## src/cpu_pkg.sv

```systemverilog
package cpu_pkg;

	// ----------------------------------------------------------------------
	// Datapath types
	// ----------------------------------------------------------------------
	typedef logic [15:0] word_t;    // Data and instruction word
	typedef logic [3:0]  reg_sel_t; // Register number r0 to r15
	typedef logic [15:0] pc_t;      // Byte address of an instruction
	typedef logic [7:0]  imm_t;     // Low byte of the instruction

	localparam int  NUM_REGS = 16;
	localparam pc_t PC_STEP  = 16'd2; // Instructions are two bytes apart

	// ----------------------------------------------------------------------
	// Opcodes in instr[15:12]
	// ----------------------------------------------------------------------
	// Arithmetic group wraps on overflow
	// Shift amount comes from instr[3:0]
	typedef enum logic [3:0] {
		op_add = 4'b0000,
		op_sub = 4'b0001,
		op_xor = 4'b0010,
		op_sll = 4'b0100,
		op_sra = 4'b0101, // Sign fill
		op_ror = 4'b0110,
		op_nop = 4'b0111, // Any encoding not listed here
		op_lhb = 4'b1010, // Immediate into high byte
		op_llb = 4'b1011, // Immediate into low byte
		op_hlt = 4'b1111
	} opcode_e;

endpackage

```

## src/issue_if.sv

```systemverilog
`timescale 1ns/100ps

// Decoded instruction handed from decode to execute
// Execute takes a valid item in the same cycle
interface issue_if;

	logic              valid;   // Item present this cycle
	cpu_pkg::opcode_e  op;      // Already folded to op_nop if unknown
	cpu_pkg::reg_sel_t dst_reg; // Register to write
	cpu_pkg::word_t    opnd_a;  // rs value, or rd value for LLB and LHB
	cpu_pkg::word_t    opnd_b;  // rt value
	cpu_pkg::imm_t     imm;     // instr[7:0]

	// Decode side
	modport src (
		output valid, op, dst_reg, opnd_a, opnd_b, imm
	);

	// Execute side
	modport dst (
		input valid, op, dst_reg, opnd_a, opnd_b, imm
	);

endinterface

```

## src/decode_stage.sv

```systemverilog
`timescale 1ns/100ps

module decode_stage (
	input  logic              clk,
	input  logic              rst_n,
	input  logic              fetch_valid,
	input  cpu_pkg::pc_t      fetch_pc,
	input  cpu_pkg::word_t    fetch_instr,
	input  logic              wb_en,   // Write from execute this cycle
	input  cpu_pkg::reg_sel_t wb_reg,
	input  cpu_pkg::word_t    wb_data,
	issue_if.src              issue
);

	// ----------------------------------------------------------------------
	// Field extraction
	// ----------------------------------------------------------------------
	logic [3:0]        op_bits;
	logic              byte_load; // LLB or LHB
	cpu_pkg::reg_sel_t rd;
	cpu_pkg::reg_sel_t rs;
	cpu_pkg::reg_sel_t rt;
	cpu_pkg::reg_sel_t sel_a;
	cpu_pkg::imm_t     imm;
	cpu_pkg::word_t    rf [cpu_pkg::NUM_REGS];
	cpu_pkg::word_t    data_a;
	cpu_pkg::word_t    data_b;
	cpu_pkg::pc_t      next_pc;   // PC expected on the next strobe

	// Unknown encodings fold to op_nop so execute sees a clean enum
	function automatic cpu_pkg::opcode_e to_op(input logic [3:0] code);
		case (code)
			cpu_pkg::op_add, cpu_pkg::op_sub, cpu_pkg::op_xor,
			cpu_pkg::op_sll, cpu_pkg::op_sra, cpu_pkg::op_ror,
			cpu_pkg::op_lhb, cpu_pkg::op_llb, cpu_pkg::op_hlt:
				return cpu_pkg::opcode_e'(code);
			default:
				return cpu_pkg::op_nop;
		endcase
	endfunction

	// Register read with write-before-read bypass
	// r0 always reads zero even while it is being written
	function automatic cpu_pkg::word_t read_port(input cpu_pkg::reg_sel_t sel);
		if (sel == '0) begin
			return '0;
		end
		if (wb_en && wb_reg == sel) begin
			return wb_data; // Result of the instruction one ahead
		end
		return rf[sel];
	endfunction

	assign op_bits   = fetch_instr[15:12];
	assign rd        = fetch_instr[11:8];
	assign rs        = fetch_instr[7:4];
	assign rt        = fetch_instr[3:0];
	assign imm       = fetch_instr[7:0];
	assign byte_load = (op_bits == cpu_pkg::op_llb) || (op_bits == cpu_pkg::op_lhb);
	assign sel_a     = byte_load ? rd : rs; // Byte loads merge into rd

	always_comb begin
		data_a = read_port(sel_a);
		data_b = read_port(rt);
	end

	// ----------------------------------------------------------------------
	// Register file
	// ----------------------------------------------------------------------
	always_ff @(posedge clk) begin
		if (!rst_n) begin
			for (int i = 0; i < cpu_pkg::NUM_REGS; i++) begin
				rf[i] <= '0;
			end
		end else if (wb_en && wb_reg != '0) begin
			rf[wb_reg] <= wb_data; // r0 writes are dropped here
		end
	end

	// ----------------------------------------------------------------------
	// Decode to execute register
	// ----------------------------------------------------------------------
	always_ff @(posedge clk) begin
		if (!rst_n) begin
			issue.valid <= 1'b0;
			next_pc     <= '0;
		end else begin
			issue.valid <= fetch_valid;
			if (fetch_valid) begin
				next_pc <= fetch_pc + cpu_pkg::PC_STEP;
			end
		end
	end

	always_ff @(posedge clk) begin
		if (fetch_valid) begin
			issue.op      <= to_op(op_bits);
			issue.dst_reg <= rd;
			issue.opnd_a  <= data_a;
			issue.opnd_b  <= data_b;
			issue.imm     <= imm;
		end
	end

	a_valid_known : assert property (
		@(posedge clk) disable iff (!rst_n)
		!$isunknown(issue.valid)
	) else $error("decode_stage: issue valid unknown");

	// No branches in this core so fetch must stay strictly sequential
	a_fetch_seq : assert property (
		@(posedge clk) disable iff (!rst_n)
		fetch_valid |-> fetch_pc == next_pc
	) else $error("decode_stage: fetch PC %h, expected %h", fetch_pc, next_pc);

endmodule

```

## src/flat_wrapper.sv

```systemverilog
// flat-port wrapper written by rule: the top's interface ports become plain ports
module decode_stage_flat 
  (clk, rst_n, fetch_valid, fetch_pc, fetch_instr, wb_en, wb_reg, wb_data, issue_valid, issue_op, issue_dst_reg, issue_opnd_a, issue_opnd_b, issue_imm);
  issue_if issue_i ();
  input  logic clk;
  input  logic rst_n;
  input  logic fetch_valid;
  input  cpu_pkg::pc_t fetch_pc;
  input  cpu_pkg::word_t fetch_instr;
  input  logic wb_en;
  input  cpu_pkg::reg_sel_t wb_reg;
  input  cpu_pkg::word_t wb_data;
  output wire logic [$bits(issue_i.valid)-1:0] issue_valid;
  output wire logic [$bits(issue_i.op)-1:0] issue_op;
  output wire logic [$bits(issue_i.dst_reg)-1:0] issue_dst_reg;
  output wire logic [$bits(issue_i.opnd_a)-1:0] issue_opnd_a;
  output wire logic [$bits(issue_i.opnd_b)-1:0] issue_opnd_b;
  output wire logic [$bits(issue_i.imm)-1:0] issue_imm;
  assign issue_valid = issue_i.valid;
  assign issue_op = issue_i.op;
  assign issue_dst_reg = issue_i.dst_reg;
  assign issue_opnd_a = issue_i.opnd_a;
  assign issue_opnd_b = issue_i.opnd_b;
  assign issue_imm = issue_i.imm;
  decode_stage u_core (.clk(clk), .rst_n(rst_n), .fetch_valid(fetch_valid), .fetch_pc(fetch_pc), .fetch_instr(fetch_instr), .wb_en(wb_en), .wb_reg(wb_reg), .wb_data(wb_data), .issue(issue_i));
endmodule
```

## config.mk

```make
export PLATFORM = sky130hd
export DESIGN_NAME = decode_stage_flat
export DESIGN_NICKNAME = d
export VERILOG_FILES = /design/src/cpu_pkg.sv /design/src/issue_if.sv /design/src/decode_stage.sv /design/src/flat_wrapper.sv
export SDC_FILE = /design/constraint.sdc
export NUM_CORES = 1
export LEC_CHECK = 0
export BUFFER_PORTS_ARGS = -buffer_cell sky130_fd_sc_hd__buf_2
export CAP_MARGIN = 20
export CORE_ASPECT_RATIO = 1.75
export CORE_MARGIN = 1
export CORE_UTILIZATION = 33
export CTS_BUF_LIST = sky130_fd_sc_hd__clkbuf_8
export CTS_CLUSTER_SIZE = 12
export DETAILED_ROUTE_END_ITERATION = 6
export PLACE_DENSITY = 0.59
export REMOVE_ABC_BUFFERS = 1
export SYNTH_ARGS = -nofsm -noshare
export SYNTH_HDL_FRONTEND = slang
export SYNTH_SLANG_ARGS = --single-unit
export TNS_END_PERCENT = 5
```

## constraint.sdc

```tcl
create_clock -name clk -period 4.1 [get_ports clk]
set_input_delay 1.025 -clock clk [delete_from_list [all_inputs] [get_ports clk]]
set_output_delay 1.025 -clock clk [all_outputs]
set_load 0.005 [all_outputs]
```

==> results.md <==
- Status: completed
- Overall Power: approximately 7.3 mW
- Initial antenna violation count: 2
- Fin area: 0.0188 mm²
- Share of layout cells above drive strength 1: between 20% and 30%
- Mapped Area: roughly 0.016 mm²
- Syn. warnings: 0
- Number of setup buffers added after CTS: 0
- Power Dens Cells: approximately 390 mW/mm²
- Setup TNS: 0 ns
- Post-synth EDFFs: between 300 and 400
- Final Slew Violations: 0
- Htree depth: 2
- Die width: approximately 170 µm
- Cell taking the most area after synthesis: edfxtp_1
- Fillcell total: ~4600
- IO Pins: roughly 110
- Slowest cell on crit path: a311oi_1
- Yosys top cell area share: a little under three fifths
- Worst vdd ir: about 0.21 mV
- Arrival @ worst endpoint: roughly 3.6 ns
- Ys flop type: edfxtp_1
- DRT iter0 DRCs: a little under 700
- Reg clk slew, reported paths: roughly 0.070 ns
- Flops & latches, synth: ~310
- Core footprint: 0.0487 mm²
- GRT Total Usage: 18.0%
- Synth top cells by count: edfxtp_1, and2_1, mux4_2
- MaxCap Viol Count: 0
- Most used standard cell by instance count after synthesis: edfxtp_1
- Worst R2R Path Depth: 5
- Area grow syn2layout: 15.0%
- Slew HR: roughly a third
- Wirelength, routed: 44.1 mm
- Initial core utilization: between 30% and 40%
- Synth area leaders: edfxtp_1, mux4_2, and2_1
- Register area share after synthesis: 56.0%
- Vias in the first global route: between 10000 and 15000
- Fin crit period: around 3.3 ns
- Hold slack: a little over 0.7 ns
- CP cell instances: buf_2 > and3b_1 > mux2_4 > buf_4 > mux2i_1 > o22ai_1 > a211oi_1 > a311oi_1
- Synth cell types: 44
- Pre-Repair DR Iteration Count: 5
- Critical path class: in -> reg
- WP depth: 8
- Ys async rst share: 0%
- Largest register FFs: 256
- Overflow after GRT: 0
- Clock Skew: 0.0310 ns
- Post-route DRC: 0
- Worst setup margin: between 0.7 and 0.8 ns
- Max incr delay on CP: between 0.6 and 0.7 ns
- Hold buffer count at CTS: 0
- WL/cell: approximately 23 µm
- Final non-filler cell total: around 1900
- Hold Crit Depth: 1
- Via count: ~10000
- Fmax: 299 MHz
- Avg Cell Area, Syn: 14.3 µm²
- Leakage power: 6.85 nW
- Die area: roughly 0.05 mm²
- CTS sink count: between 300 and 400
- Crit Path Max Fanout: 19
- Largest register by flop count: u_core.rf
- CP startpoint kind: input port
- Largest regs: u_core.rf: 256 flops, u_core.issue.opnd_a: 16 flops, u_core.issue.opnd_b: 16 flops
- Antenna Nets Post-Route: 0
- Largest net degree at the start of global routing: 41
- Post-detail-place hpwl: around 33 mm
- Slew of the pin with the lowest slew margin: 1.02 ns
- CTS buffer count: 44
- Tcrit/Tclk final: roughly four fifths
- Cell chosen for the clock root: clkbuf_8
- Row count: between 100 and 150
- Placed insts: roughly 1900
- Maximum clock path buffer count: 3
- WP buf/inv: 2
- Critical path's top delay family: compound AO/OA/AOI/OAI gates
- # setup viols final: 0
- Die Y: around 300 µm
- Via density: approximately 5.2
- Nets@finish: between 1000 and 1500
- Worst EP required: 4.39 ns
- I/O Buffers: around 90
- Resized cells post-CTS: 0
- Mapped Cells: 1141
- Nature of the critical path endpoint: flip-flop
- Final core utilization: 38.6%
- Dpl cell area: between 0.015 and 0.02 mm²
- HP Class: in -> reg
- Clk_lat worst skew: approximately 0.60 ns
- First-pass GRT wire length: 66.4 mm
- RSZ-0062 raised after global routing: false
- Hold Fails Final Rpt: 0
- RePlAce Congestion: roughly 0.8
- Place WS: around 0.19 ns
- CTS tree: done
-- power breakdown --
group          internal, mW  switching [mW]
logic                 0.457           0.535
registers              3.66          0.0980
clock network          1.32            1.22
total                  5.44            1.86
-- layer usage --
metal / track usage [%] / share of wire (%) / vias up
met5: 0 / 0 / -
met4: 7.25 / 3.6 / 0
met3: 2.22 / 4.4 / 86
met2: 36.3 / 58 / 259
met1: 18.2 / 34 / 5102
li1: - / - / 4599
-- final timing paths --
check | slack [ns] | from | to
worst max-delay path | 0.76 | fetch_instr[14] | u_core.issue.opnd_a[2]
worst min-delay path | 0.72 | fetch_instr[6] | u_core.issue.imm[6]
worst max register to register | 2.04 | u_core.rf[4][12] | u_core.issue.opnd_a[12]
worst min register to register | 0.92 | u_core.rf[9][15] | u_core.issue.opnd_a[15]
-- cell usage in the layout, fill, tap and decap left out, drive strengths merged, types with 11 or more instances in the layout --
master	count
a211oi	19
a311oi	15
nand2b	24
clkbuf	44
o211ai	16
mux4	112
clkinv	21
mux2	17
nor2	75
o22ai	32
edfxtp	304
conb	16
o21ai	13
inv	11
and2	241
nand2	28
mux2i	100
buf	155
-- cell type report --
class	instances	area, µm²	share of cell area [%]
antenna	1	2.50	0.0133
clock inverter	32	273	1.45
tap	654	818	4.35
multi-input combinational	750	6890	36.7
sequential	305	9150	48.7
clock buffer	44	606	3.22
inverter	7	26.3	0.140
timing repair buffer	155	1040	5.51
-- cell families after synthesis --
| kind of cell | Yosys count | synth area share, % |
|---|---|---|
| AOI/OAI and AO/OA | 104 | 4.74 |
| and+or+nand+nor | 395 | 13.6 |
| other | 1 | 0.0229 |
| buffers and inverters | 101 | 2.58 |
| muxes | 229 | 22.8 |
| xor gates and xnor gates | 6 | 0.321 |
| DFF | 305 | 56.0 |
-- worst register-to-register path: stages, from the launching register on --
cell and delay (ns):
edfxtp_1 0.43, mux4_2 0.47, nor2_1 0.09, nor2_1 0.05, a211oi_1 0.57, a311oi_2 0.18
No activity file was read; power rests on OpenSTA's default activity.
