===== src/cpu_pkg.sv =====
package cpu_pkg;

	// ----------------------------------------------------------------------
	// Datapath types
	// ----------------------------------------------------------------------
	typedef logic [15:0] word_t;    // Data and instruction word
	typedef logic [3:0]  reg_sel_t; // Register number r0 to r15
	typedef logic [15:0] pc_t;      // Byte address of an instruction
	typedef logic [7:0]  imm_t;     // Low byte of the instruction

	localparam int  NUM_REGS = 16;
	localparam pc_t PC_STEP  = 16'd2; // Instructions are two bytes apart

	// ----------------------------------------------------------------------
	// Opcodes in instr[15:12]
	// ----------------------------------------------------------------------
	// Arithmetic group wraps on overflow
	// Shift amount comes from instr[3:0]
	typedef enum logic [3:0] {
		op_add = 4'b0000,
		op_sub = 4'b0001,
		op_xor = 4'b0010,
		op_sll = 4'b0100,
		op_sra = 4'b0101, // Sign fill
		op_ror = 4'b0110,
		op_nop = 4'b0111, // Any encoding not listed here
		op_lhb = 4'b1010, // Immediate into high byte
		op_llb = 4'b1011, // Immediate into low byte
		op_hlt = 4'b1111
	} opcode_e;

endpackage


===== src/issue_if.sv =====
`timescale 1ns/100ps

// Decoded instruction handed from decode to execute
// Execute takes a valid item in the same cycle
interface issue_if;

	logic              valid;   // Item present this cycle
	cpu_pkg::opcode_e  op;      // Already folded to op_nop if unknown
	cpu_pkg::reg_sel_t dst_reg; // Register to write
	cpu_pkg::word_t    opnd_a;  // rs value, or rd value for LLB and LHB
	cpu_pkg::word_t    opnd_b;  // rt value
	cpu_pkg::imm_t     imm;     // instr[7:0]

	// Decode side
	modport src (
		output valid, op, dst_reg, opnd_a, opnd_b, imm
	);

	// Execute side
	modport dst (
		input valid, op, dst_reg, opnd_a, opnd_b, imm
	);

endinterface


===== src/execute_stage.sv =====
`timescale 1ns/100ps

module execute_stage (
	input  logic              clk,
	input  logic              rst_n,
	issue_if.dst              issue,
	output logic              wb_en,        // Combinational write request
	output cpu_pkg::reg_sel_t wb_reg,
	output cpu_pkg::word_t    wb_data,
	output logic              hlt,          // Sticky after HLT
	output logic              retire_valid,
	output cpu_pkg::reg_sel_t retire_reg,
	output cpu_pkg::word_t    retire_data
);

	// ----------------------------------------------------------------------
	// ALU and byte merge
	// ----------------------------------------------------------------------
	cpu_pkg::word_t result;
	logic           writes;   // Opcode writes a register
	logic           is_hlt;
	logic [3:0]     shamt;
	logic [31:0]    ror_wide; // Doubled operand for rotate

	assign shamt    = issue.imm[3:0];
	assign ror_wide = {issue.opnd_a, issue.opnd_a} >> shamt;

	always_comb begin
		result = '0;
		writes = 1'b1;
		is_hlt = 1'b0;
		case (issue.op)
			cpu_pkg::op_add: result = issue.opnd_a + issue.opnd_b; // Wraps
			cpu_pkg::op_sub: result = issue.opnd_a - issue.opnd_b;
			cpu_pkg::op_xor: result = issue.opnd_a ^ issue.opnd_b;
			cpu_pkg::op_sll: result = issue.opnd_a << shamt;
			cpu_pkg::op_sra: result = $signed(issue.opnd_a) >>> shamt;
			cpu_pkg::op_ror: result = ror_wide[15:0];
			cpu_pkg::op_llb: result = {issue.opnd_a[15:8], issue.imm};
			cpu_pkg::op_lhb: result = {issue.imm, issue.opnd_a[7:0]};
			cpu_pkg::op_hlt: begin
				writes = 1'b0;
				is_hlt = 1'b1;
			end
			default: writes = 1'b0; // op_nop
		endcase
	end

	// ----------------------------------------------------------------------
	// Writeback to the register file
	// ----------------------------------------------------------------------
	// Nothing in flight behind HLT may write
	assign wb_en   = issue.valid && writes && !hlt;
	assign wb_reg  = issue.dst_reg;
	assign wb_data = result;

	// ----------------------------------------------------------------------
	// Retire port and halt
	// ----------------------------------------------------------------------
	always_ff @(posedge clk) begin
		if (!rst_n) begin
			retire_valid <= 1'b0;
			hlt          <= 1'b0;
		end else begin
			retire_valid <= wb_en; // r0 writes still show up here
			if (issue.valid && is_hlt) begin
				hlt <= 1'b1;
			end
		end
	end

	always_ff @(posedge clk) begin
		if (wb_en) begin
			retire_reg  <= wb_reg;
			retire_data <= wb_data;
		end
	end

	// Once halted the core must stay silent until the next reset
	a_no_retire_after_hlt : assert property (
		@(posedge clk) disable iff (!rst_n)
		$past(hlt) |-> !retire_valid
	) else $error("execute_stage: retire after halt");

endmodule


===== src/flat_wrapper.sv =====
// flat-port wrapper written by rule: the top's interface ports become plain ports
module execute_stage_flat 
  (clk, rst_n, wb_en, wb_reg, wb_data, hlt, retire_valid, retire_reg, retire_data, issue_valid, issue_op, issue_dst_reg, issue_opnd_a, issue_opnd_b, issue_imm);
  issue_if issue_i ();
  input  logic clk;
  input  logic rst_n;
  output logic wb_en;
  output cpu_pkg::reg_sel_t wb_reg;
  output cpu_pkg::word_t wb_data;
  output logic hlt;
  output logic retire_valid;
  output cpu_pkg::reg_sel_t retire_reg;
  output cpu_pkg::word_t retire_data;
  input wire logic [$bits(issue_i.valid)-1:0] issue_valid;
  input wire logic [$bits(issue_i.op)-1:0] issue_op;
  input wire logic [$bits(issue_i.dst_reg)-1:0] issue_dst_reg;
  input wire logic [$bits(issue_i.opnd_a)-1:0] issue_opnd_a;
  input wire logic [$bits(issue_i.opnd_b)-1:0] issue_opnd_b;
  input wire logic [$bits(issue_i.imm)-1:0] issue_imm;
  assign issue_i.valid = issue_valid;
  assign issue_i.op = issue_op;
  assign issue_i.dst_reg = issue_dst_reg;
  assign issue_i.opnd_a = issue_opnd_a;
  assign issue_i.opnd_b = issue_opnd_b;
  assign issue_i.imm = issue_imm;
  execute_stage u_core (.clk(clk), .rst_n(rst_n), .issue(issue_i), .wb_en(wb_en), .wb_reg(wb_reg), .wb_data(wb_data), .hlt(hlt), .retire_valid(retire_valid), .retire_reg(retire_reg), .retire_data(retire_data));
endmodule

===== config.mk =====
export PLATFORM = sky130hd
export DESIGN_NAME = execute_stage_flat
export DESIGN_NICKNAME = d
export VERILOG_FILES = /design/src/cpu_pkg.sv /design/src/issue_if.sv /design/src/execute_stage.sv /design/src/flat_wrapper.sv
export SDC_FILE = /design/constraint.sdc
export NUM_CORES = 1
export LEC_CHECK = 0
export BUFFER_PORTS_ARGS = -buffer_cell sky130_fd_sc_hd__buf_4
export CAP_MARGIN = 30
export CORE_UTILIZATION = 55
export DETAILED_ROUTE_END_ITERATION = 10
export GPL_TIMING_DRIVEN = 0
export PLACE_DENSITY = 0.81
export SLEW_MARGIN = 25
export SYNTH_ARGS = -nofsm -noshare
export SYNTH_HDL_FRONTEND = slang
export SYNTH_SLANG_ARGS = --single-unit

===== constraint.sdc =====
create_clock -name clk -period 4.5 [get_ports clk]
set_input_delay 0.675 -clock clk [delete_from_list [all_inputs] [get_ports clk]]
set_output_delay 0.675 -clock clk [all_outputs]
set_load 0.05 [all_outputs]

==> results.cfg, run 1 <==
[sta]
max_freq_ghz = 0.2250
rsz0062_at_grt = no
worst_slew_pin_slew_ps = 756.5
setup_ws_ps = 55.00
post-route-period-util = 0.9878
relSlewSlack = 0.4918
fin_tns_setup_ps = 0
timing.final.hold_violations = 0
worst_clock_skew_ps = 4.460
finalSetupViolCount = 0
fin_crit_ps = 4445
drv_slew = 0

[logic_synthesis]
ys_seq_elements = 22
async_reset_ff_frac = 0
synth_cell_types = 66
synth_edf_count = 20
synth_warnings = 0
synthFlopType = edfxtp_1
ys_seq_area_frac = 0.1520
syn_inst = 500
syn_nets = 568
netlist_area_sq_um = 4214
synth.avg_cell_area_sq_um = 8.428

[cells_and_area]
syn2layout_area_growth_pct = 22.03
largest_register_ff_count = 16
multi_input_comb_area_sq_um = 3328
layout-drive-gt1-share = 0.2799
n_antenna_cell = 0
nets = 663
fillerInstances = 573
regArea_sq_um = 640.6
final_util = 0.7015

[worst_setup_path]
critPathKind = input pin to output pin
arrival_ps = 3770
crit_required_ps = 3830
r2r_slack_ps = 3100
r2r-end = u_core.retire_reg[3]
critPathLaunchType = input pin
rr_startpoint = u_core.hlt
end_kind = output pin
r2r_cells = 2
crit_fanout = 10

[routing]
wl_per_cell_microns = 23.14
vias_per_cell = 6.968
via_count = 4822
drtAntennaViolNets = 0
drcViolationCount = 0
dr.pass1.iters = 6
drtIter0Drc = 614
wl_mm = 16.01

[status]
outcome = complete, no violations

[power]
p_int_uw = 561.8
combPwrFrac = 0.664
seq_power_share = 0.228
swShare = 0.4771
power_frac_clock = 0.107
power_switching_uw = 512.7
power.density_nw_per_um2 = 209.0
peakVddDrop_v = 0.0001176
p_leak_nw = 2.086

[die]
die_h_microns = 89.53
start_util = 0.5748
dieArea_sq_um = 8016
num_rows = 31
core-area_sq_um = 7331
io_pins = 94
die-width_microns = 89.53

[clock_tree]
cts_tree = yes
htreeDepth = 1
clk_pin_slew_ps = 70
clock-sinks = 22
ctsHoldBuffers = 0
cts_root_buffer = clkbuf_8
insertion_delay_ps = 260
cts_buffers = 3
cts_max_path_buffers = 2

[placement]
place_ws_ps = -548.9
hpwl_mm = 12.67
place_congestion = 1.062
port_buffers = 89

[global_routing]
globalRouteTotalUtil = 0.4047
antenna_found_initial = 0
grt_max_degree = 23
grt_first_pass_wirelength_mm = 23.90
grt_pass1_vias = 4395
grt_overflow = 0

[min_path]
min_path_cells = 1
whs_endpoint = u_core.retire_reg[1]
hold_class = input pin to register
min_from = issue_dst_reg[1]

[run]
maxCapViolCount = 0
[power by group through the flow]
stage          Combinational (mW)  Sequential [mW]  Clock [mW]
3_5_place_dp                0.677            0.250           0
3_3_place_gp                0.665            0.250           0
2_1_floorplan               0.417            0.296           0
4_1_cts                     0.684            0.246       0.119
6_report                    0.714            0.245       0.115
5_1_grt                     0.748            0.247       0.125
[worst max-delay path, cell delays in order]
cell,delay [ps]
buf_4,130
buf_2,190
nor3b_4,380
buf_4,190
mux2_2,360
fa_1,440
nand2b_1,220
nand2_1,130
a21oi_1,90
xnor2_1,140
a221oi_2,420
o211ai_1,180
buf_4,230
[metrics by stage]
step | std cells | cell area [sq um] | hold slack [ps] | total power [mW]
after CTS | 693 | 5099 | 591.2 | 1.048
after global routing | 692 | 5142 | 595.4 | 1.120
after global placement | 688 | 5011 | 524.3 | 0.9148
after floorplan | 500 | 4219 | 773.9 | 0.7128
final | 692 | 5142 | 594.1 | 1.075
after detailed placement | 688 | 5017 | 596.3 | 0.9274
[worst max path at each step]
| stage | startpoint | end | slack (ps) | depth (start not counted) |
|---|---|---|---|---|
| after floorplan | issue_op[0] | wb_data[14] | -30 | 11 |
| after global placement | issue_op[1] | wb_data[13] | -530 | 15 |
| after detailed placement | issue_op[0] | wb_data[13] | -550 | 15 |
| after CTS | issue_op[0] | wb_data[11] | 10 | 13 |
| after global routing | issue_op[2] | wb_data[10] | 10 | 13 |
| final | issue_op[2] | wb_data[4] | 50 | 13 |
[repair_timing]
item,in CTS,in global routing
gates resized for setup,7,10
setup endpoints to repair,12,10
pin swaps,0,3
setup buffers,2,1
[cell families after synthesis]
family          share of synthesized area
fa+ha+maj                         0.05226
compound gates                     0.2331
buf+inv                           0.07274
flops                              0.1520
xor+xnor                          0.08106
mux                                0.2164
simple gates                       0.1924
[layout by cell type (no fill, tap or decap), drive strengths merged, types with 3 or more instances in the layout]
master	Yosys	final
a211oi	6	6
a21o	5	5
a21oi	38	38
a22oi	10	10
a31oi	11	11
and2	3	3
and3	6	6
buf	28	122
clkbuf	18	17
edfxtp	20	20
ha	16	16
inv	19	19
mux2	12	12
mux2i	19	19
mux4	24	24
nand2	27	27
nand2b	4	4
nand3	8	8
nand3b	4	4
nand4	3	3
nor2	57	57
nor2b	12	12
nor3	12	12
nor3b	5	5
nor4	3	3
o211ai	8	8
o21ai	24	24
o21bai	3	3
o221ai	11	11
o22ai	8	8
o32ai	4	4
or3	4	4
xnor2	27	27
xor2	12	12
[metal layers]
| layer | wire length [microns] | part of all wire | vias to the layer above | GRT usage |
|---|---|---|---|---|
| met3 | 2094 | 0.13 | 61 | 0.06556 |
| met2 | 7048 | 0.44 | 432 | 0.6378 |
| met5 | 0 | 0 | - | 0 |
| met4 | 749 | 0.047 | 0 | 0.1789 |
| li1 | - | - | 2103 | - |
| met1 | 6120 | 0.38 | 2226 | 0.5468 |
[area by class of cell]
class | instances | share of cell area
Buffer | 43 | 0.04501
Tap cell | 99 | 0.02409
Multi-Input combinational cell | 413 | 0.6472
Inverter | 19 | 0.01387
Sequential cell | 22 | 0.1246
Clock buffer | 3 | 0.008029
Timing Repair Buffer | 93 | 0.1372
[cells in the mapped netlist, types with 3 or more instances]
library cell,count,area [sq um]
nand3b_1,4,30.03
o21ai_0,21,105.1
inv_1,18,67.56
nand4_1,3,18.77
o21ai_1,3,15.01
clkbuf_1,18,67.56
nor3b_1,3,22.52
o21bai_1,3,22.52
nor3_1,11,55.05
nor2_1,57,214.0
mux4_2,15,337.8
a211oi_1,5,37.54
and2_1,3,18.77
mux2_2,12,135.1
nand2b_1,4,25.02
buf_1,8,30.03
xor2_1,12,105.1
o221ai_1,11,96.34
mux2i_1,18,180.2
a21oi_1,38,190.2
a22oi_1,10,75.07
o32ai_1,4,35.03
a31oi_1,11,68.82
buf_4,4,30.03
mux4_1,9,236.5
nand3_1,8,40.04
o211ai_1,8,60.06
or3_1,4,25.02
nand2_1,27,101.4
o22ai_1,8,50.05
edfxtp_1,20,600.6
a21o_1,5,37.54
xnor2_1,27,236.5
and3_1,6,37.54
nor2b_1,12,75.07
buf_2,13,65.06
ha_1,16,200.2
Note: power is estimated with default switching activity, not from simulation.
==> inputs of run 2 (changes only) <==
PLACE_DENSITY = not set   (was 0.81)
PLACE_DENSITY_LB_ADDON = 0.25   (was not set)
==> run 2 against run 1 <==
  * Cell area rose by 0.78%
  * Sequential power about the same
  * Total power increased by 6.1%
  * Critical path type unchanged
  * Largest cell class unchanged
==> results.cfg, run 2 (same netlist as run 1, synthesis figures left out) <==
[power]
p_leak_nw = 2.096
p_total_mw = 1.140
power_switching_uw = 517.1
seq_power_share = 0.215
combPwrFrac = 0.627
peakVddDrop_v = 0.0001126
p_int_uw = 622.7
swShare = 0.4536
power.density_nw_per_um2 = 219.9
power_frac_clock = 0.158

[sta]
fin_crit_ps = 4439
worst_clock_skew_ps = 4.126
rsz0062_at_grt = yes
finalSetupViolCount = 0
worst_slew_pin_slew_ps = 736.1
timing.final.hold_violations = 0
setup_ws_ps = 60.63
relSlewSlack = 0.5066
drv_slew = 0
post-route-period-util = 0.9865
max_freq_ghz = 0.2253

[min_path]
hold_class = input pin to register

[die]
dieArea_sq_um = 8016
die_h_microns = 89.53
io_pins = 94
die-width_microns = 89.53
start_util = 0.5748
num_rows = 31
core-area_sq_um = 7331

[worst_setup_path]
critPathCapture = wb_data[10]
r2r_cells = 2
r2r_slack_ps = 3160
cpMostUsedCell = buf_4
crit_start = issue_op[0]
end_kind = output pin
critPathKind = input pin to output pin
slowest_delay_ps = 430
arrival_ps = 3760
crit_family = compound AO/OA/AOI/OAI gates
cpMaxStageDelayCell = fa_1
crit_cells = 14
r2r-end = u_core.retire_data[7]
crit_fanout = 6
critPathLaunchType = input pin
rr_startpoint = u_core.hlt
timing.critical_path.buf_inv = 4
path_cells = buf_4, nor2b_4, nor3b_4, buf_4, buf_4, mux2_2, fa_1, nand2b_1, a21oi_1, o211ai_1, a21oi_1, o21ai_0, a31o_2, buf_4
crit_required_ps = 3830

[clock_tree]
cts_root_buffer = clkbuf_8
clk_pin_slew_ps = 80
cts_tree = yes
insertion_delay_ps = 260
cts_buffers = 3
cts_max_path_buffers = 2
htreeDepth = 1
ctsHoldBuffers = 0
clock-sinks = 22

[routing]
drtAntennaViolNets = 0
vias_per_cell = 6.947
drcViolationCount = 0
drtIter0Drc = 593
wl_mm = 15.55
wl_per_cell_microns = 22.44
via_count = 4814
dr.pass1.iters = 6

[placement]
place_ws_ps = -586.9
place_congestion = 1.028
hpwl_mm = 12.39
port_buffers = 89
place_area_sq_um = 5017

[cells_and_area]
largest_register_ff_count = 16
syn2layout_area_growth_pct = 22.98
layout-drive-gt1-share = 0.2828
final_common_cell = buf_4
n_antenna_cell = 0
design_area_sq_um = 5182
nets = 663
layout_common_cells = buf_4 (95), nor2_1 (57), a21oi_1 (35)

[global_routing]
globalRouteTotalUtil = 0.3904
grt_overflow = 0
gr-usage-met3 = 0.05171
grt_busiest_layer = met2
grt_max_degree = 23
grt_first_pass_wirelength_mm = 23.07
grt_pass1_vias = 4198
gr-usage-met2 = 0.6093
antenna_found_initial = 0
met1_usage = 0.5429

[run]
maxCapViolCount = 0

[status]
outcome = complete, no violations
[run 2: cell count changes in the layout (fill, tap and decap cells not counted), sizes merged]
cell and delta:
buf -1, bufinv +1, clkbuf +1
[run 2: worst min path at each step]
| stage | depth (start not counted) | end | start |
|---|---|---|---|
| floorplan | 0 | u_core.retire_reg[0] | issue_dst_reg[0] |
| global placement | 2 | u_core.hlt | u_core.hlt |
| detailed placement | 2 | u_core.hlt | u_core.hlt |
| CTS | 1 | u_core.retire_reg[3] | issue_dst_reg[3] |
| global route | 1 | u_core.retire_reg[3] | issue_dst_reg[3] |
| finish | 1 | u_core.retire_reg[1] | issue_dst_reg[1] |
[run 2: cell type report]
| class | instances | area (sq um) |
|---|---|---|
| inverter | 19 | 71.32 |
| timing repair buffer | 93 | 709.4 |
| multi-input combinational | 413 | 3338 |
| sequential | 22 | 640.6 |
| fill | 599 | 2148 |
| clock buffer | 3 | 41.29 |
| tap | 99 | 123.9 |
| buffer | 43 | 227.7 |
| clock inverter | 1 | 30.03 |
[run 2: per-stage QoR]
step	cells	util	hold slack, ps	TNS, ps
final	693	0.7069	596.8	0
after global routing	693	0.7069	590.2	-23.78
after CTS	694	0.7003	597.0	0
after detailed placement	688	0.6844	597.2	-3995
after global placement	688	0.6836	525.8	-3405
after floorplan	500	-	773.9	-26.87
[run 2: routing by layer]
layer / wire, microns / up-vias / share of wire
met4: 709 / 0 / 0.046
li1: - / 2096 / -
met3: 1751 / 65 / 0.11
met5: 0 / - / 0
met1: 6275 / 2241 / 0.40
met2: 6813 / 412 / 0.44
[run 2: timing repair]
action,in CTS,in global routing
endpoints found under the setup margin,12,10
gates resized for setup,8,10
hold endpoints to repair,0,0
pin swaps,0,2
buffers inserted,2,1
[run 2: worst register-to-register path, stage by stage (launching register included)]
cell and delay, ps:
dfxtp_1 360, nor3b_4 470, buf_8 220
[run 2: power by group through the flow]
stage	sequential, mW	combinational, mW	clock, mW
after floorplan	0.296	0.417	0
after global placement	0.250	0.664	0
after detailed placement	0.250	0.675	0
after CTS	0.246	0.683	0.181
after global routing	0.247	0.751	0.187
final	0.245	0.715	0.180
